[src/logic/lsu_pkg.sv]
// load/store unit types: data, address, strobe, register index, width code, request, write-back

package lsu_pkg;

  // widths that carry a meaning
  typedef logic [63:0] xdata_t;
  typedef logic [31:0] addr_t;
  typedef logic [7:0]  strb_t;
  typedef logic [4:0]  reg_idx_t;
  typedef logic [2:0]  addr_lo_t;

  // access size of a load or store
  typedef enum logic [1:0] {
    BYTE  = 2'b00,
    HALF  = 2'b01,
    WORD  = 2'b10,
    DWORD = 2'b11
  } width_e;

  // one request from the execute stage
  typedef struct packed {
    logic     is_store;
    width_e   width;
    logic     is_unsigned;
    addr_t    addr;
    xdata_t   wdata;
    reg_idx_t rd;
  } lsu_req_t;

  // request fields needed to pick the load result out of a read word
  typedef struct packed {
    addr_lo_t addr_lo;
    width_e   width;
    logic     is_unsigned;
  } load_sel_t;

  // register write-back
  typedef struct packed {
    reg_idx_t rd;
    xdata_t   data;
  } wb_t;

endpackage

[src/logic/load_extract.sv]
// load extractor: picks the addressed bytes of a read word and sign- or zero-extends them

`timescale 1ns/1ps

module load_extract (
  input  lsu_pkg::addr_lo_t addr_lo_i,
  input  lsu_pkg::width_e   width_i,
  input  logic              unsigned_i,
  input  lsu_pkg::xdata_t   rdata_i,
  output lsu_pkg::xdata_t   data_o
);

  lsu_pkg::xdata_t shifted;

  // addressed byte lands in lane 0
  assign shifted = rdata_i >> {addr_lo_i, 3'b000};

  always_comb begin
    case (width_i)
      lsu_pkg::BYTE: begin
        if (unsigned_i) begin
          data_o = {56'b0, shifted[7:0]};
        end else begin
          data_o = {{56{shifted[7]}}, shifted[7:0]};
        end
      end
      lsu_pkg::HALF: begin
        if (unsigned_i) begin
          data_o = {48'b0, shifted[15:0]};
        end else begin
          data_o = {{48{shifted[15]}}, shifted[15:0]};
        end
      end
      lsu_pkg::WORD: begin
        if (unsigned_i) begin
          data_o = {32'b0, shifted[31:0]};
        end else begin
          data_o = {{32{shifted[31]}}, shifted[31:0]};
        end
      end
      // full word, nothing to extend
      default: data_o = shifted;
    endcase
  end

endmodule

[config.mk]
export PLATFORM = sky130hd
export DESIGN_NAME = load_extract
export DESIGN_NICKNAME = d
export VERILOG_FILES = /design/src/logic/lsu_pkg.sv /design/src/logic/load_extract.sv
export SDC_FILE = /design/constraint.sdc
export NUM_CORES = 1
export LEC_CHECK = 0
export ABC_AREA = 1
export BUFFER_PORTS_ARGS = -buffer_cell sky130_fd_sc_hd__buf_2
export CAP_MARGIN = 10
export CORE_ASPECT_RATIO = 1.5
export CORE_UTILIZATION = 47
export DETAILED_ROUTE_END_ITERATION = 6
export PLACE_DENSITY = 0.89
export SYNTH_ARGS = -nofsm -noshare
export SYNTH_HDL_FRONTEND = slang
export SYNTH_SLANG_ARGS = --single-unit
[constraint.sdc]
create_clock -name vclk -period 1.5
set_input_delay 0.15 -clock vclk [all_inputs]
set_output_delay 0.15 -clock vclk [all_outputs]
set_load 0.005 [all_outputs]
==> impl_metrics.csv <==
group,metric,value,unit
worst_setup_path,critPathRequiredTime,1.35,ns
floorplan,start_util,49.06,%
yosys,synth_area_per_cell,5.007,um^2
placed_design,place_ws,-0.1515,ns
final_layout,final_common_cell,"nand2_1",
worst_setup_path,crit_type,"in2out",
worst_setup_path,path_buf_inv,3,
global_routing,grt_pass1_wl,14.98,mm
timing,fin_crit,1.523,ns
floorplan,die-area,5355,um^2
worst_setup_path,slowest_delay,0.19,ns
yosys,syn_area,2379,um^2
final_layout,utilization,75.79,%
power,internal-power,546.7,uW
global_routing,grt_antenna_before_repair,0,
drt,drt_pass1_iterations,6,
yosys,syn-num-nets,545,
yosys,syn_inst,475,
final_layout,clock_buffers,0,
final_layout,regArea,0,um^2
timing,final_max_slew_viol_count,0,
drt,drc,0,
placed_design,dp_hpwl,7.202,mm
timing,tightest_slew,0.4867,ns
flow_run,drv_cap,0,
yosys,synth.yosys.seq_area_share,0,%
worst_setup_path,crit_family,"simple AND/OR/NAND/NOR gates",
placed_design,placed_area,3191,um^2
yosys,ys_warn_count,0,
yosys,synth_cell_types,27,
timing,setup_viol_count_final,17,
floorplan,die_w,60.09,um
final_layout,stdcell_area,3675,um^2
global_routing,grt_pass1_vias,3203,
final_layout,antenna_cells,0,
power,p_comb_share,100.0,%
floorplan,fp.dieH,89.13,um
drt,drt_iter0_drc,480,
timing,relSlewSlack,67.43,%
worst_setup_path,path_cells,"buf_2, inv_2, nand3_2, nand2_4, nand2_1, nand2_2, nand2_8, nand2_2, buf_2",
worst_setup_path,critPathMaxFanout,16,
power,switchingPower,688.6,uW
worst_setup_path,setup.worst_path.end_class,"output pin",
drt,wire_per_inst,16.11,um
power,total_power,1.235,mW
final_layout,seq_cells,0,
worst_setup_path,critPathLaunchType,"input pin",
worst_setup_path,slowest_stage,"buf_2",
timing,setup_slack,-0.02300,ns
floorplan,ioPinCount,134,
worst_setup_path,timing.critical_path.to,"data_o[17]",
power,seq_power_share,0,%
drt,vias_per_cell,6.013,
final_layout,fillers,405,
min_path,hp-class,"in2out",
clock_network,cts_hold_buf,0,
global_routing,grtUsageTotal,35.28,%
final_layout,areaGrowthSynthToFinish,54.50,%
worst_setup_path,cp.depth,9,
power,p_per_area,336.2,nW/um^2
power,clock_power_share,0,%
global_routing,grt_max_degree,34,
power,irDropWorstVdd,0.1568,mV
status,violations,"setup timing",
status,outcome,"finished, violations left",
timing,fin_hold_ws,0.7289,ns
placed_design,gp_congestion,1.075,
timing,hold_viol,0,
power,leakage,2.067,nW
worst_setup_path,worstPathArrival,1.37,ns
drt,vias,4077,
final_layout,drive_above_1_share,39.71,%
placed_design,numPortBuffers,134,
final_layout,fin_nets,684,
floorplan,rows,31,
floorplan,core,4848,um^2
timing,max_freq,656.6,MHz
global_routing,grt-ovfl-total,0,
power,switching_share,55.74,%
drt,ant_nets,0,
timing,timing.final.crit_share,101.5,%
drt,drt_wl_total,10.93,mm
worst_setup_path,critPathLaunch,"addr_lo_i[2]",
final_layout,final_cell_mix,"nand2_1, buf_2, nand4_1",
cells in the mapped netlist, drive strengths merged:
cell type | number | area share, %
clkbuf | 10 | 1.6
nand4 | 33 | 8.7
and2 | 1 | 0.26
o31ai | 3 | 0.95
or2 | 9 | 2.4
o21ai | 60 | 13
nand3 | 36 | 8.6
inv | 20 | 3.5
o211ai | 27 | 8.5
nand2 | 200 | 33
nor2 | 23 | 3.6
nor3 | 1 | 0.42
buf | 36 | 12
a21oi | 16 | 3.5
tightest hold or removal path, delay by kind of cell:
family | cells | cell delay, ns
AND/OR/NAND/NOR | 4 | 0.24
buffers and inverters | 2 | 0.18
worst min path at each step:
stage / startpoint / to / cells after the start
5_1_grt: rdata_i[3] / data_o[3] / 6
3_5_place_dp: rdata_i[3] / data_o[3] / 6
4_1_cts: rdata_i[3] / data_o[3] / 6
3_3_place_gp: rdata_i[3] / data_o[3] / 6
6_report: rdata_i[3] / data_o[3] / 6
2_1_floorplan: width_i[1] / data_o[17] / 2
layer usage:
layer,GRT usage (%),vias to the layer above,share of wire (%)
li1,-,1903,-
met1,46.34,1759,35
met2,59.80,334,49
met3,2.605,81,10
met4,11.84,0,5.9
met5,0,-,0
cell type report:
class	count	area [um^2]	area share, %
Multi-Input combinational cell	409	2142	58.29
Timing Repair Buffer	182	1349	36.70
Inverter	20	92.59	2.520
Tap cell	66	82.58	2.247
Timing Repair inverter	1	8.758	0.2383
kinds of logic after synthesis:
logic type / synth area share, %
simple gates: 57.44
compound gates: 25.93
buf+inv: 16.62
power by group through the flow:
| stage | Combinational [mW] | Clock (mW) | Sequential (mW) |
|---|---|---|---|
| 3_5_place_dp | 1.04 | 0 | 0 |
| 6_report | 1.24 | 0 | 0 |
| 2_1_floorplan | 0.610 | 0 | 0 |
| 5_1_grt | 1.35 | 0 | 0 |
| 3_3_place_gp | 1.02 | 0 | 0 |
| 4_1_cts | 1.09 | 0 | 0 |
metrics by stage:
| step | std cells | TNS, ns |
|---|---|---|
| finish | 678 | -0.2001 |
| global placement | 666 | -3.599 |
| CTS | 668 | -0.01373 |
| global route | 678 | -1.361 |
| detailed placement | 666 | -5.972 |
| floorplan | 475 | 0 |
what timing repair did:
| action | in CTS | in global routing |
|---|---|---|
| gates cloned | 2 | 9 |
| setup endpoints to repair | 59 | 58 |
| pin swaps | 4 | 17 |
| buffers inserted | 0 | 1 |
| resized for setup | 11 | 57 |
Power figures use the tool's default switching activity.
