==> src/logic/lsu_pkg.sv <==
// load/store unit types: data, address, strobe, register index, width code, request, write-back

package lsu_pkg;

  // widths that carry a meaning
  typedef logic [63:0] xdata_t;
  typedef logic [31:0] addr_t;
  typedef logic [7:0]  strb_t;
  typedef logic [4:0]  reg_idx_t;
  typedef logic [2:0]  addr_lo_t;

  // access size of a load or store
  typedef enum logic [1:0] {
    BYTE  = 2'b00,
    HALF  = 2'b01,
    WORD  = 2'b10,
    DWORD = 2'b11
  } width_e;

  // one request from the execute stage
  typedef struct packed {
    logic     is_store;
    width_e   width;
    logic     is_unsigned;
    addr_t    addr;
    xdata_t   wdata;
    reg_idx_t rd;
  } lsu_req_t;

  // request fields needed to pick the load result out of a read word
  typedef struct packed {
    addr_lo_t addr_lo;
    width_e   width;
    logic     is_unsigned;
  } load_sel_t;

  // register write-back
  typedef struct packed {
    reg_idx_t rd;
    xdata_t   data;
  } wb_t;

endpackage

==> src/logic/axi_pkg.sv <==
// AXI-lite channel payloads and response codes

package axi_pkg;

  // response codes as on the bus
  typedef enum logic [1:0] {
    OKAY   = 2'b00,
    EXOKAY = 2'b01,
    SLVERR = 2'b10,
    DECERR = 2'b11
  } resp_e;

  // ==========================================================================
  // write side
  // ==========================================================================

  typedef lsu_pkg::addr_t aw_t;

  typedef struct packed {
    lsu_pkg::xdata_t data;
    lsu_pkg::strb_t  strb;
  } w_t;

  typedef struct packed {
    resp_e resp;
  } b_t;

  // ==========================================================================
  // read side
  // ==========================================================================

  typedef lsu_pkg::addr_t ar_t;

  typedef struct packed {
    lsu_pkg::xdata_t data;
    resp_e           resp;
  } r_t;

endpackage

==> src/logic/lsu_ctrl.sv <==
// load/store control: write and read channel FSMs, request latch, completion pulses

`timescale 1ns/1ps

module lsu_ctrl (
  input  logic                clk,
  input  logic                rst,
  input  logic                req_valid_i,
  input  lsu_pkg::lsu_req_t   req_i,
  input  axi_pkg::w_t         store_w_i,
  input  lsu_pkg::xdata_t     load_data_i,
  output lsu_pkg::load_sel_t  load_sel_o,
  output logic                aw_valid_o,
  output axi_pkg::aw_t        aw_o,
  input  logic                aw_ready_i,
  output logic                w_valid_o,
  output axi_pkg::w_t         w_o,
  input  logic                w_ready_i,
  input  logic                b_valid_i,
  input  axi_pkg::b_t         b_i,
  output logic                b_ready_o,
  output logic                ar_valid_o,
  output axi_pkg::ar_t        ar_o,
  input  logic                ar_ready_i,
  input  logic                r_valid_i,
  input  axi_pkg::r_t         r_i,
  output logic                r_ready_o,
  output logic                busy_o,
  output logic                wb_valid_o,
  output lsu_pkg::wb_t        wb_o,
  output logic                store_done_o,
  output logic                access_err_o
);

  typedef enum logic [1:0] {WS_IDLE, WS_ADDR_DATA, WS_RESP} wstate_e;
  typedef enum logic [1:0] {RS_IDLE, RS_ADDR, RS_DATA} rstate_e;

  wstate_e            wstate_q, wstate_d;
  rstate_e            rstate_q, rstate_d;
  logic               accept, accept_st, accept_ld;
  logic               aw_valid_q, w_valid_q, ar_valid_q;
  logic               aw_done, w_done, b_hs, r_hs;
  lsu_pkg::addr_t     addr_q;
  axi_pkg::w_t        w_q;
  lsu_pkg::reg_idx_t  rd_q;
  lsu_pkg::load_sel_t sel_q;
  logic [2:0]         align_mask;

  assign accept    = req_valid_i && !busy_o;
  assign accept_st = accept && req_i.is_store;
  assign accept_ld = accept && !req_i.is_store;

  // aw and w finish on their own, a channel already sent counts as done
  assign aw_done = !aw_valid_q || aw_ready_i;
  assign w_done  = !w_valid_q || w_ready_i;
  assign b_hs    = b_valid_i && b_ready_o;
  assign r_hs    = r_valid_i && r_ready_o;

  // ==========================================================================
  // write channel FSM
  // ==========================================================================

  always_comb begin
    wstate_d = wstate_q;
    case (wstate_q)
      WS_IDLE:      if (accept_st) wstate_d = WS_ADDR_DATA;
      WS_ADDR_DATA: if (aw_done && w_done) wstate_d = WS_RESP;
      WS_RESP:      if (b_hs) wstate_d = WS_IDLE;
      default:      wstate_d = WS_IDLE;
    endcase
  end

  always_ff @(posedge clk) begin
    if (rst) begin
      wstate_q   <= WS_IDLE;
      aw_valid_q <= 1'b0;
      w_valid_q  <= 1'b0;
    end else begin
      wstate_q <= wstate_d;
      if (accept_st) begin
        aw_valid_q <= 1'b1;
        w_valid_q  <= 1'b1;
      end else begin
        if (aw_ready_i) aw_valid_q <= 1'b0;
        if (w_ready_i) w_valid_q <= 1'b0;
      end
    end
  end

  // ==========================================================================
  // read channel FSM
  // ==========================================================================

  always_comb begin
    rstate_d = rstate_q;
    case (rstate_q)
      RS_IDLE: if (accept_ld) rstate_d = RS_ADDR;
      RS_ADDR: if (ar_valid_q && ar_ready_i) rstate_d = RS_DATA;
      RS_DATA: if (r_hs) rstate_d = RS_IDLE;
      default: rstate_d = RS_IDLE;
    endcase
  end

  always_ff @(posedge clk) begin
    if (rst) begin
      rstate_q   <= RS_IDLE;
      ar_valid_q <= 1'b0;
    end else begin
      rstate_q <= rstate_d;
      if (accept_ld) begin
        ar_valid_q <= 1'b1;
      end else if (ar_ready_i) begin
        ar_valid_q <= 1'b0;
      end
    end
  end

  // request payload, only taken while both FSMs are idle
  always_ff @(posedge clk) begin
    if (accept) begin
      addr_q <= req_i.addr;
      w_q    <= store_w_i;
      rd_q   <= req_i.rd;
      sel_q  <= '{addr_lo: req_i.addr[2:0], width: req_i.width,
                  is_unsigned: req_i.is_unsigned};
    end
  end

  assign aw_valid_o = aw_valid_q;
  assign aw_o       = addr_q;
  assign w_valid_o  = w_valid_q;
  assign w_o        = w_q;
  assign b_ready_o  = (wstate_q == WS_RESP);
  assign ar_valid_o = ar_valid_q;
  assign ar_o       = addr_q;
  assign r_ready_o  = (rstate_q == RS_DATA);
  assign load_sel_o = sel_q;

  // completion, an error response replaces the normal pulse
  assign busy_o       = (wstate_q != WS_IDLE) || (rstate_q != RS_IDLE);
  assign store_done_o = b_hs && (b_i.resp == axi_pkg::OKAY);
  assign wb_valid_o   = r_hs && (r_i.resp == axi_pkg::OKAY);
  assign access_err_o = (b_hs && (b_i.resp != axi_pkg::OKAY)) ||
                        (r_hs && (r_i.resp != axi_pkg::OKAY));
  assign wb_o         = '{rd: rd_q, data: load_data_i};

  // ==========================================================================
  // checks
  // ==========================================================================

  // offset bits that must be zero for each size
  always_comb begin
    case (req_i.width)
      lsu_pkg::BYTE: align_mask = 3'b000;
      lsu_pkg::HALF: align_mask = 3'b001;
      lsu_pkg::WORD: align_mask = 3'b011;
      default:       align_mask = 3'b111;
    endcase
  end

  a_no_req_busy: assert property (@(posedge clk) disable iff (rst)
    req_valid_i |-> !busy_o)
    else $error("lsu_ctrl: request strobed while busy");

  a_aligned: assert property (@(posedge clk) disable iff (rst)
    req_valid_i |-> (req_i.addr[2:0] & align_mask) == 3'b000)
    else $error("lsu_ctrl: misaligned request");

  a_aw_stable: assert property (@(posedge clk) disable iff (rst)
    aw_valid_o && !aw_ready_i |=> aw_valid_o && $stable(aw_o))
    else $error("lsu_ctrl: aw dropped or changed before handshake");

  a_w_stable: assert property (@(posedge clk) disable iff (rst)
    w_valid_o && !w_ready_i |=> w_valid_o && $stable(w_o))
    else $error("lsu_ctrl: w dropped or changed before handshake");

  a_ar_stable: assert property (@(posedge clk) disable iff (rst)
    ar_valid_o && !ar_ready_i |=> ar_valid_o && $stable(ar_o))
    else $error("lsu_ctrl: ar dropped or changed before handshake");

endmodule

==> config.mk <==
export PLATFORM = sky130hd
export DESIGN_NAME = lsu_ctrl
export DESIGN_NICKNAME = d
export VERILOG_FILES = /design/src/logic/lsu_pkg.sv /design/src/logic/axi_pkg.sv /design/src/logic/lsu_ctrl.sv
export SDC_FILE = /design/constraint.sdc
export NUM_CORES = 1
export LEC_CHECK = 0
export BUFFER_PORTS_ARGS = -buffer_cell sky130_fd_sc_hd__clkbuf_2
export CAP_MARGIN = 0
export CORE_AREA = 2 2 211 213
export DETAILED_ROUTE_END_ITERATION = 7
export DIE_AREA = 0 0 213 215
export GPL_TIMING_DRIVEN = 0
export PLACE_DENSITY_LB_ADDON = 0.15
export SLEW_MARGIN = 20
export SYNTH_ARGS = -nofsm -noshare
export SYNTH_HDL_FRONTEND = slang
export SYNTH_SLANG_ARGS = --single-unit
==> constraint.sdc <==
create_clock -name clk -period 3 [get_ports clk]
set_input_delay 0.3 -clock clk [delete_from_list [all_inputs] [get_ports clk]]
set_output_delay 0.3 -clock clk [all_outputs]
set_load 0.005 [all_outputs]
==> results.md, run 1 <==
- The count of buffers added on input and output ports is 344.
- The per-instance average area after synthesis is roughly 18 µm².
- The worst reg2reg path startpoint is wstate_q[0]$_SDFFE_PP0P_.
- Tracing the worst setup path back leads to its startpoint at wstate_q[0]$_SDFFE_PP0P_.
- The critical register-to-register path endpoint is rd_q[0]$_DFFE_PP_.
- The complex-gate fraction of the synthesized area is 1.211%.
- For the pin with the worst max-slew slack, the measured transition is 667.9 ps.
- The die area is 45800 µm².
- For this block, the routed nets add up to between 15000 and 20000 µm of wire.
- For this design the ratio of total power to cell area is about 550 nW/µm².
- The post-route worst setup slack is roughly 660 ps.
- The HPWL reported at the end of detailed placement is approximately 13000 µm.
- The initial antenna violation count was 1.
- Gates resized during post-CTS repair numbered 0.
- The number of cells produced by synthesis is around 250.
- Setup repair after global routing left no endpoint under its margin.
- The static leakage is about 3.8 nW.
- The depth of the worst register-to-register path is 4.
- Dividing the final minimum period by the clock period gives 77.88%.
- In the layout the commonest cells are 344 x sky130_fd_sc_hd__clkbuf_2, 112 x sky130_fd_sc_hd__edfxtp_1, 110 x sky130_fd_sc_hd__dlygate4sd3_1, 99 x sky130_fd_sc_hd__buf_4, 17 x sky130_fd_sc_hd__clkbuf_16.
- The initial utilization of the core area, before any placement, comes to 10.18%.
- The total number of placement rows is just under 80.
- The type of the tightest min-delay check is input port to flop.
- The first TritonRoute pass finished after 4 iterations.
- The data required time of the critical path is 3140 ps.
- The H-tree generated during clock tree synthesis spans 4 levels.
- The remaining antenna violation count is 0.
- The share of cells above drive strength 1 is 64.68%.
- The library cell occupying the most area in the post-synthesis netlist is sky130_fd_sc_hd__edfxtp_1.
- The number of buffers created by CTS is 17.
- The setup TNS is 0 ps.
- The most frequent standard cell in the layout excluding fill and tap cells is sky130_fd_sc_hd__clkbuf_2.
- The main combinational cell family by area after synthesis is buffers and inverters.
- The timing-limited maximum frequency is 0.4280 GHz.
- Sorting the synthesized cells by area gives the leading types as sky130_fd_sc_hd__edfxtp_1 76%, sky130_fd_sc_hd__buf_4 17%, sky130_fd_sc_hd__dfxtp_1 3.2%.
- Setup violations remaining at the end of the flow were counted as 0.
- The remaining global-route overflow is 0.
- The via count of the first global-routing pass is 3803.
- The number of buffers on the longest clock path is 2.
- After clock tree synthesis, the clock-pin slew on the worst setup and hold paths is around 60 ps.
- The final-stage net count is 1043.
- 0 antenna diodes ended up in the layout.
- The number of ports placed on the die boundary is 537.
- The die span in y is 215 µm.
- The first global-routing pass estimated 23930 µm of wire.
- The mux cell area share after synthesis is 0%.
- The count of pins over their slew limit is 0.
- The multi-input combinational cell area is about 190 µm².
- The xor-xnor portion of the synthesized cell area is 0%.
- Counting every sink on the clock net gives approximately 120.
- The final-layout worst hold slack is 72.22 ps.
- From synthesis to final layout, the design area changed by 93.81%.
- The Yosys step of the flow raised 0 warnings.
- The capturing element type of the critical path is a flop.
- The endpoint of the most critical setup path is rd_q[0]$_DFFE_PP_.
- After floorplanning, the core was sized to cover 43640 µm².
- VDD sags by at most ~400 µV.
- Prior to clock tree synthesis, the placed netlist has a worst setup slack of 598.3 ps.
- The flop and latch count out of synthesis is 119.
- The horizontal die dimension is 213 µm.
- In this run the post-CTS setup repair buffer count came out at 0.
- The number of hold violations in the final report is 0.
- Synthesis produced a netlist with a net count of between 500 and 600.
- Max-cap violations in this run came to 0.
- The detailed router's first-iteration violation count is 96.
- The worst max-slew margin expressed relative to the limit is 55.47%.
- After filler insertion, the fill cell instance count of the layout stands at 4796.
- The post-synthesis sequential area ratio is 78.83%.
- After Yosys synthesis, full adders, half adders and majority gates account for 0% of the synthesized area.
- The tree is rooted in a sky130_fd_sc_hd__clkbuf_16.
- The cell area after layout is 8613 µm².
- The clock latency at the later pin of the worst-skew pair is approximately 460 ps.
- Data on the critical path arrives at its endpoint at 2480 ps.
- Routability-driven placement finished with a final weighted congestion of 0.6557.
- The total track usage is 7.700%.
- The netlist uses 19 different library cells.
- The area of the mapped netlist is 4444 µm².
- The area occupied by registers is around 3500 µm².
- The startpoint class of the critical path is a flop.
- The synthesized netlist devotes 2.984% of its cell area to simple gates.
- The post-route clock skew is 10.29 ps.
- Entering global routing, the biggest net connects 41 pins.
- The number of remaining DRC errors is 0.
- The average detailed-routed wire length per instance is between 10 and 15 µm.
- The per-cell via count in the routed design is roughly 2.8.
- The classification of the worst setup path is flop to flop.
- The flow ran to the end, and the final reports show no timing, DRC or antenna violations.
- The minimum clock period is between 2000 and 2500 ps.
- The share of the synthesized area in the top cell type is 75.68%.
- The detailed-route via count is 3661.
- The cell area after placement is 6955 µm².
- Along the worst path, the maximum fanout reaches 40.
- The clock tree from TritonCTS is built.
- The minimum setup slack among reg-to-reg paths is between 600 and 700 ps.
[cells by family after synthesis]
| kind of cell | Yosys count |
|---|---|
| DFF | 119 |
| and+or+nand+nor | 21 |
| AOI/OAI and AO/OA | 9 |
| buffers and inverters | 102 |
[sequential cells by signal, indices dropped and copies added (netlist names)]
| signal | count |
|---|---|
| rstate_q | 2 |
| ar_o | 32 |
| rd_q | 5 |
| wstate_q | 2 |
| w_valid_o | 1 |
| w_o | 72 |
| load_sel_o | 3 |
| ar_valid_o | 1 |
| aw_valid_o | 1 |
[where the power goes]
part | total [mW] | leakage (nW) | internal (mW) | switching [mW]
Clock | 2.00 | 0.253 | 1.14 | 0.866
Sequential | 2.03 | 1.13 | 1.98 | 0.0498
Combinational | 0.666 | 2.46 | 0.388 | 0.278
[worst min path at each step]
stage / end / cells after the start / from / slack (ps)
6_report: w_o[62]$_DFFE_PP_ / 1 / store_w_i[62] / 70
2_1_floorplan: ar_valid_o$_SDFFE_PP0P_ / 1 / rst / 370
3_3_place_gp: w_o[55]$_DFFE_PP_ / 1 / store_w_i[55] / 480
3_5_place_dp: load_sel_o[1]$_DFFE_PP_ / 1 / req_i[102] / 480
5_1_grt: w_o[39]$_DFFE_PP_ / 1 / store_w_i[39] / 40
4_1_cts: w_o[39]$_DFFE_PP_ / 1 / store_w_i[39] / 20
[critical path, stage by stage (launching register included)]
cell and delay (ps):
sky130_fd_sc_hd__dfxtp_1 350, sky130_fd_sc_hd__nor4_4 390, sky130_fd_sc_hd__and2_4 660, sky130_fd_sc_hd__buf_16 300
sky130_fd_sc_hd__buf_12 260
[per-stage QoR]
step	total power, mW	util [%]	cells
final	4.696	19.74	1331
after global routing	4.966	19.74	1331
after CTS	4.857	19.74	1331
after detailed placement	2.627	15.94	1189
after global placement	2.625	15.83	1187
after floorplan	2.259	-	251
[timing repair]
| action | CTS | global route |
|---|---|---|
| endpoints found under the hold margin | 110 | 0 |
| hold buffers | 110 | 0 |
| endpoints found under the setup margin | 0 | 0 |
[synthesized netlist by cell type]
cell type                  count
sky130_fd_sc_hd__edfxtp_1    112
sky130_fd_sc_hd__buf_4        99
sky130_fd_sc_hd__dfxtp_1       7
sky130_fd_sc_hd__a21oi_1       6
sky130_fd_sc_hd__nand2_1       4
sky130_fd_sc_hd__nand2b_1      4
sky130_fd_sc_hd__inv_1         3
sky130_fd_sc_hd__nor2_1        3
sky130_fd_sc_hd__nor2b_1       2
sky130_fd_sc_hd__nor3_1        2
sky130_fd_sc_hd__a211o_1       1
sky130_fd_sc_hd__a32oi_1       1
sky130_fd_sc_hd__and2_2        1
sky130_fd_sc_hd__and2b_2       1
sky130_fd_sc_hd__nand3_1       1
sky130_fd_sc_hd__nand3b_1      1
sky130_fd_sc_hd__nand4b_1      1
sky130_fd_sc_hd__nor4_4        1
sky130_fd_sc_hd__o22ai_1       1
[cell type report]
type | instances | share of cell area (%)
Buffer | 99 | 8.629
Clock buffer | 18 | 4.983
Clock inverter | 14 | 1.482
Inverter | 3 | 0.1307
Multi-Input combinational cell | 30 | 2.179
Sequential cell | 119 | 40.67
Tap cell | 592 | 8.600
Timing Repair Buffer | 456 | 33.32
[per-layer routing]
layer	up-vias	GRT usage, %	routed length, µm
met5	-	0	12
met4	2	4.196	394
met3	24	5.933	2575
met2	230	10.51	7271
met1	1652	8.460	6890
li1	1753	-	-
Note: power is estimated with default switching activity, not from simulation.
==> inputs of run 2 (changes only) <==
- ABC_AREA: not set -> 1
- clock period: 3 -> 1.95 ns (I/O delays scaled with it)
==> results.md, run 2 <==
- The run finished with clean final reports.
- The flip-flop count of the largest register after layout is 72 (unchanged).
- The number of ports placed on the die boundary came to 537 (unchanged).
- The area of the mapped netlist came to 4469 µm² (+0.56%).
- The number of H-tree levels is 4 (unchanged).
- The number of cells produced by synthesis is 264 (+5.2%).
- The HPWL reported at the end of detailed placement is 13140 µm (-0.16%).
- The number of buffers created by CTS is 17 (unchanged).
- The initial standard-cell utilization of the core is 10.24% (+0.057 points).
- The largest fanout of any net on the critical path is 3 (-93%).
- The count of pins over their slew limit was 0 (unchanged).
- The static leakage came to 4.028 nW (+4.9%).
- Counting instances in the post-synthesis netlist gives the leading cell types as 112 x sky130_fd_sc_hd__edfxtp_1, 99 x sky130_fd_sc_hd__buf_4, 11 x sky130_fd_sc_hd__nand2_1.
- The pin count of the biggest net entering global routing is 25 (-39%).
- The cell total after placement was 1205 (+1.3%).
- For this run, the leading register cell type out of synthesis is sky130_fd_sc_hd__edfxtp_1.
- The remaining global-route overflow came to 0 (unchanged).
- The root buffer cell is sky130_fd_sc_hd__clkbuf_16.
- The setup path with the least slack is of type flop to output port.
- The average detailed-routed wire length per instance is 12.20 µm (-5.3%).
- The per-cell via count in the routed design came to 2.725 (-0.93%).
- The share of cells above drive strength 1 came to 64.37% (-0.31 points).
- The number of port buffers is 344 (unchanged).
- The detailed-route via count is 3714 (+1.4%).
- The number of remaining DRC errors is 0 (unchanged).
- Leaving out fill and tap cells, the most frequent cells in the layout are 344 x sky130_fd_sc_hd__clkbuf_2, 121 x sky130_fd_sc_hd__dlygate4sd3_1, 112 x sky130_fd_sc_hd__edfxtp_1, 100 x sky130_fd_sc_hd__buf_4, 17 x sky130_fd_sc_hd__clkbuf_16.
- The final number of setup-violating endpoints is 0 (unchanged).
- The number of sinks driven by the clock tree is 119 (unchanged).
- The share of the synthesized area in the top cell type is 75.25% (-0.42 points).
- The data required time of the critical path was 1750 ps (-1390 ps).
- The total number of placement rows is 77 (unchanged).
- The per-instance average area after synthesis is 16.93 µm² (-4.4%).
- The clock latency at the later pin of the worst-skew pair is 470 ps (about the same).
- Among all cell types in the netlist, the one instantiated most often is sky130_fd_sc_hd__edfxtp_1.
- The post-synthesis async set-or-reset flop share came to 0% (unchanged).
- In this run the worst hold path is classified as input port to flop.
- The Yosys warning count is 0 (unchanged).
- The distinct cell type count of the synthesized netlist is 14 (-5).
- The capturing element type of the critical path is an output port.
- The worst max-slew margin expressed relative to the limit is 84.42% (+29 points).
- The post-synthesis sequential area ratio is 78.39% (-0.44 points).
- The initial antenna violation count is 2 (+1).
- Summed over all instances, the cell type with the most area after synthesis is sky130_fd_sc_hd__edfxtp_1.
- Setup repair after global routing left no endpoint under its margin.
- The flop and latch count out of synthesis is 119 (unchanged).
- The total routed wirelength came to 16620 µm (-3.0%).
- The smallest clock period supported by the final layout is computed as 1633 ps.
- The remaining antenna violation count was 0 (unchanged).
- The clock tree from TritonCTS is built.
- The fill cell instance count of the final layout came to 4792 (-0.083%).
- In the post-synthesis netlist, the biggest area contributors are sky130_fd_sc_hd__edfxtp_1 75%, sky130_fd_sc_hd__buf_4 17%, sky130_fd_sc_hd__dfxtp_1 3.1%.
- The startpoint class of the critical path is a flop.
- The final-layout worst hold slack is 442.6 ps (+370.4 ps).
- The post-route clock skew is 9.891 ps (-0.3954 ps).
- The register clock-pin slew on the reported worst setup and hold paths was 60 ps (about the same).
- The horizontal die dimension came to 213 µm (unchanged).
- Of the available clock period, the critical path in the final layout requires about 84%.
- The worst path arrival time was 1440 ps (-1040 ps).
- The total power per unit cell area was 840.1 nW/µm² (+54%).
- The most frequent standard cell in the layout excluding fill and tap cells is sky130_fd_sc_hd__clkbuf_2.
- The first-pass GRT wire length was 22850 µm (-4.5%).
- The timing-limited maximum frequency is between 0.6 and 0.7 GHz.
- The via count of the first global-routing pass is 3778 (-0.66%).
- The detailed router's first-iteration violation count is 68 (-29%).
- The number of hold violations in the final report came to 0 (unchanged).
- The number of violations of the max-capacitance limit is 0 (unchanged).
- The number of buffers on the longest clock path is 2 (unchanged).
- The die area is 45800 µm² (unchanged).
- The final instance count without filler cells is 1363 (+2.4%).
- The first-pass iteration count of the detailed router came to 4 (unchanged).
- The final-stage net count is 1073 (+2.9%).
- The global placement routability congestion is 0.6650 (+1.4%).
- The number of nets in the synthesized netlist is 581 (+2.3%).
- The total track usage was 7.368% (-0.33 points).
- The number of flops mapped to enable cells by yosys came to 112 (unchanged).
- The highest ir drop seen on vdd came to 1055 µV (+160%).
- The layout overhead on the synthesized area is 100.1%.
- The slew of the pin with the lowest slew margin is 233.7 ps (-434.2 ps).
- The setup TNS is 0 ps (unchanged).
- The die span in y is 215 µm (unchanged).
- The core region area is 43640 µm² (unchanged).
[run 2: cell count changes after synthesis, moves of 2 or more]
| cell | change |
|---|---|
| sky130_fd_sc_hd__inv_1 | +7 |
| sky130_fd_sc_hd__nand2_1 | +7 |
| sky130_fd_sc_hd__nand2b_1 | -4 |
| sky130_fd_sc_hd__nand4_1 | +2 |
| sky130_fd_sc_hd__nor2_1 | +2 |
| sky130_fd_sc_hd__nor2_2 | +4 |
| sky130_fd_sc_hd__nor2b_1 | -2 |
| sky130_fd_sc_hd__nor3_1 | -2 |
| sky130_fd_sc_hd__nor3_2 | +2 |
[run 2: timing repair]
item	4_1_cts	5_1_grt
hold buffers	121	0
setup buffers	3	0
gates resized for setup	0	0
hold endpoints to repair	119	0
setup endpoints to repair	24	0
[run 2: area by class of cell]
class                   count  area, µm²  area share (%)
flip-flops and latches    119       3506           39.19
repair buffers            473       3103           34.69
plain buffers              99      743.2           8.309
well taps                 592      740.7           8.281
clock buffers              17      425.4           4.756
multi-input cells          35      201.4           2.252
clock inverters            15      178.9           2.000
inverters                  11      41.29          0.4616
diodes                      2      5.005         0.05595
[run 2: cell families after synthesis]
family	after synthesis	synth area share, %
AOI/OAI and AO/OA	8	1.064
DFF	119	78.39
and+or+nand+nor	27	2.996
buffers and inverters	110	17.55
[run 2: routing by layer]
| metal | part of all wire (%) | vias up | GRT usage [%] |
|---|---|---|---|
| met5 | 0 | - | 0 |
| li1 | - | 1821 | - |
| met4 | 2.6 | 0 | 4.895 |
| met3 | 15 | 23 | 5.948 |
| met2 | 44 | 193 | 10.25 |
| met1 | 38 | 1677 | 7.424 |
[run 2: report_power, final]
group          total, mW  internal (mW)  switching [mW]
sequential          3.11           3.04          0.0722
combinational       1.10          0.661           0.441
clock               3.30           2.01            1.29
total               7.51           5.71            1.81
[run 2: worst paths after layout]
path / startpoint / end / slack (ps) / cells after the start
worst max-delay path: rstate_q[1]$_SDFFE_PP0P_ / wb_valid_o / 320 / 5
worst min-delay path: store_w_i[10] / w_o[10]$_DFFE_PP_ / 440 / 2
worst max register to register: wstate_q[1]$_SDFFE_PP0P_ / w_o[18]$_DFFE_PP_ / 450 / 6
worst min register to register: ar_valid_o$_SDFFE_PP0P_ / ar_valid_o$_SDFFE_PP0P_ / 520 / 2
[run 2: critical path, stage by stage (launching register included)]
cell and delay [ps]:
sky130_fd_sc_hd__dfxtp_1 390, sky130_fd_sc_hd__inv_1 70, sky130_fd_sc_hd__nor2_2 160, sky130_fd_sc_hd__nand2_1 120, sky130_fd_sc_hd__nor3_2 110, sky130_fd_sc_hd__clkbuf_2 130
[run 2: through the flow]
step / instance area, µm² / total power [mW] / setup WS [ps] / util, %
after detailed placement: 7077 / 4.079 / -0.6689 / 16.22
after floorplan: 4492 / 3.482 / -671.0 / -
after global routing: 8942 / 7.919 / 177.6 / 20.49
after global placement: 6954 / 4.039 / -1968 / 15.93
after CTS: 8940 / 7.765 / 236.1 / 20.48
final: 8945 / 7.514 / 316.5 / 20.50
==> inputs of run 3 (changes only) <==
- clock period: 1.95 -> 1.4 ns (I/O delays scaled with it)
==> results.md, run 3 (synthesis gave the netlist of run 2 again) <==
- The run finished, with violations left.
- The final reports fail on setup timing.
- In the finished design, the share of the clock period the worst path needs comes to 104.3%.
- The capturing element type of the critical path is a flop.
- The critical path goes through nor2_4, nand2_2, nor2_4, buf_12, buf_16, buf_12, buf_16.
- The final number of setup-violating endpoints came to 45 (+45).
- The core region area is 43640 µm² (unchanged).
- The timing-limited maximum frequency is 0.6851 GHz.
- The fill cell instance count of the final layout is 4770 (-0.46%).
- The peak per-stage delay on the critical path is 360 ps (-30 ps).
- The first-pass iteration count of the detailed router is 4 (unchanged).
- The share of cells above drive strength 1 is 65.91% (+1.5 points).
- The remaining global-route overflow was 0 (unchanged).
- The cell area after placement came to 7077 µm² (unchanged).
- The final-layout worst hold slack is 385.9 ps (-56.66 ps).
- The number of sinks driven by the clock tree is 119 (unchanged).
- The data required time of the critical path was 1580 ps (-170 ps).
- The horizontal die dimension came to 213 µm (unchanged).
- The per-cell via count in the routed design is 2.767 (+1.5%).
- The tree is rooted in a sky130_fd_sc_hd__clkbuf_16.
- The worst setup path is of the flop to flop kind.
- The clock latency at the later pin of the worst-skew pair is 470 ps (about the same).
- The highest ir drop seen on vdd is 1487 µV (+41%).
- The total routed wirelength was 17690 µm (+6.4%).
- The layout overhead on the synthesized area is 108.5%.
- The minimum clock period is 1460 ps.
- The startpoint class of the critical path is a flop.
- The register clock-pin slew on the reported worst setup and hold paths was 60 ps (about the same).
- The largest fanout of any net on the critical path is 6 (+3).
- The total power per unit cell area is 1151 nW/µm² (+37%).
- The initial standard-cell utilization of the core was 10.24% (unchanged).
- The number of port buffers is 344 (unchanged).
- The worst max-slew margin expressed relative to the limit is 84.31% (-0.11 points).
- The number of buffers created by CTS is 17 (unchanged).
- The remaining antenna violation count is 0 (unchanged).
- The flip-flop count of the largest register after layout was 72 (unchanged).
- Setup repair after global routing could not meet its margin everywhere.
- The slew of the pin with the lowest slew margin was 235.3 ps (+1.584 ps).
- The die span in y is 215 µm (unchanged).
- The count of buffering cells on the critical path with inverters included came to 4 (+2).
- The number of buffers on the longest clock path is 2 (unchanged).
- The final cell utilization of the core was 21.35% (+0.85 points).
- The most frequent standard cell in the layout excluding fill and tap cells is sky130_fd_sc_hd__clkbuf_2.
- The detailed router's first-iteration violation count came to 82 (+21%).
- The cell area after layout came to 9318 µm² (+4.2%).
- The first-pass GRT wire length is 23870 µm (+4.4%).
- The final-stage net count is 1093 (+1.9%).
- The pin count of the biggest net entering global routing is 17 (-32%).
- The number of ports placed on the die boundary came to 537 (unchanged).
- The via count of the first global-routing pass came to 3896 (+3.1%).
- The post-route worst setup slack came to -59.64 ps (-376.2 ps).
- The initial antenna violation count is 1 (-1).
- The worst path arrival time was 1640 ps (+200 ps).
- The detailed-route via count is 3824 (+3.0%).
- The type of the tightest min-delay check is input port to flop.
- The slowest stage of the critical path is the sky130_fd_sc_hd__dfxtp_4 cell.
- The static leakage is 4.201 nW (+4.3%).
- The count of pins over their slew limit is 0 (unchanged).
- The total number of placement rows is 77 (unchanged).
- The total track usage is 7.721% (+0.35 points).
- TritonCTS built the clock tree.
- The number of hold violations in the final report came to 0 (unchanged).
- The post-route clock skew was 11.86 ps (+1.966 ps).
- The number of H-tree levels is 4 (unchanged).
- The number of remaining DRC errors was 0 (unchanged).
- The number of violations of the max-capacitance limit is 0 (unchanged).
- In the layout the commonest cells are 340 x sky130_fd_sc_hd__clkbuf_2, 120 x sky130_fd_sc_hd__dlygate4sd3_1, 112 x sky130_fd_sc_hd__edfxtp_1, 104 x sky130_fd_sc_hd__buf_4, 21 x sky130_fd_sc_hd__clkbuf_16.
- The cell type group with the largest total delay on the critical path is buffers and inverters.
- The global placement routability congestion came to 0.6650 (unchanged).
- The die area came to 45800 µm² (unchanged).
- The average detailed-routed wire length per instance is 12.80 µm (+5.0%).
- The HPWL reported at the end of detailed placement is 13140 µm (unchanged).
-- run 3: cell types whose count changed in the layout (fill, tap and decap cells not counted), moves of 3 or more --
cell,delta
sky130_fd_sc_hd__buf_12,+3
sky130_fd_sc_hd__buf_16,+3
sky130_fd_sc_hd__buf_2,+3
sky130_fd_sc_hd__buf_4,+4
sky130_fd_sc_hd__buf_6,+6
sky130_fd_sc_hd__clkbuf_16,+4
sky130_fd_sc_hd__clkbuf_2,-4
-- run 3: path summary, 6_finish.rpt --
kind | from | end | slack (ps) | depth (start not counted)
setup / recovery | rstate_q[1]$_SDFFE_PP0P_ | w_o[18]$_DFFE_PP_ | -60 | 7
hold reg to reg | ar_valid_o$_SDFFE_PP0P_ | rstate_q[1]$_SDFFE_PP0P_ | 520 | 2
setup reg to reg | rstate_q[1]$_SDFFE_PP0P_ | w_o[18]$_DFFE_PP_ | -60 | 7
hold / removal | store_w_i[10] | w_o[10]$_DFFE_PP_ | 390 | 2
-- run 3: stage by stage --
step	TNS, ps	power [mW]	worst slack (ps)	cells
after floorplan	-136760	4.850	-1221	264
after global placement	-279460	5.626	-2518	1200
after detailed placement	-42120	5.681	-550.7	1205
after CTS	-4377	11.08	-150.1	1379
after global routing	-9771	11.31	-160.1	1382
final	-1057	10.73	-59.64	1382
-- run 3: cell type report --
type                    count  area (µm²)  area share, %
clock buffers              17       425.4          4.566
multi-input cells          35       214.0          2.296
flip-flops and latches    119        3513          37.71
clock inverters            15       178.9          1.920
inverters                  11       41.29         0.4431
diodes                      1       2.502        0.02686
repair buffers            493        3458          37.12
well taps                 592       740.7          7.950
plain buffers              99       743.2          7.976
-- run 3: timing repair --
action,CTS,global route
pin swaps,5,3
hold buffers,120,0
buffers inserted,17,3
hold endpoints to repair,119,0
cloned,6,4
setup endpoints to repair,117,118
gates resized for setup,20,9
-- run 3: routing by layer --
layer / routed length [µm] / GRT usage (%) / up-vias
met2: 7893 / 10.81 / 196
li1: - / - / 1864
met4: 465 / 4.895 / 0
met3: 2474 / 5.743 / 23
met5: 0 / 0 / -
met1: 6856 / 8.112 / 1741
-- run 3: report_power, final --
group / total (mW) / switching [mW] / internal, mW
Combinational: 1.79 / 0.680 / 1.11
Clock: 4.60 / 1.81 / 2.79
Sequential: 4.34 / 0.102 / 4.24
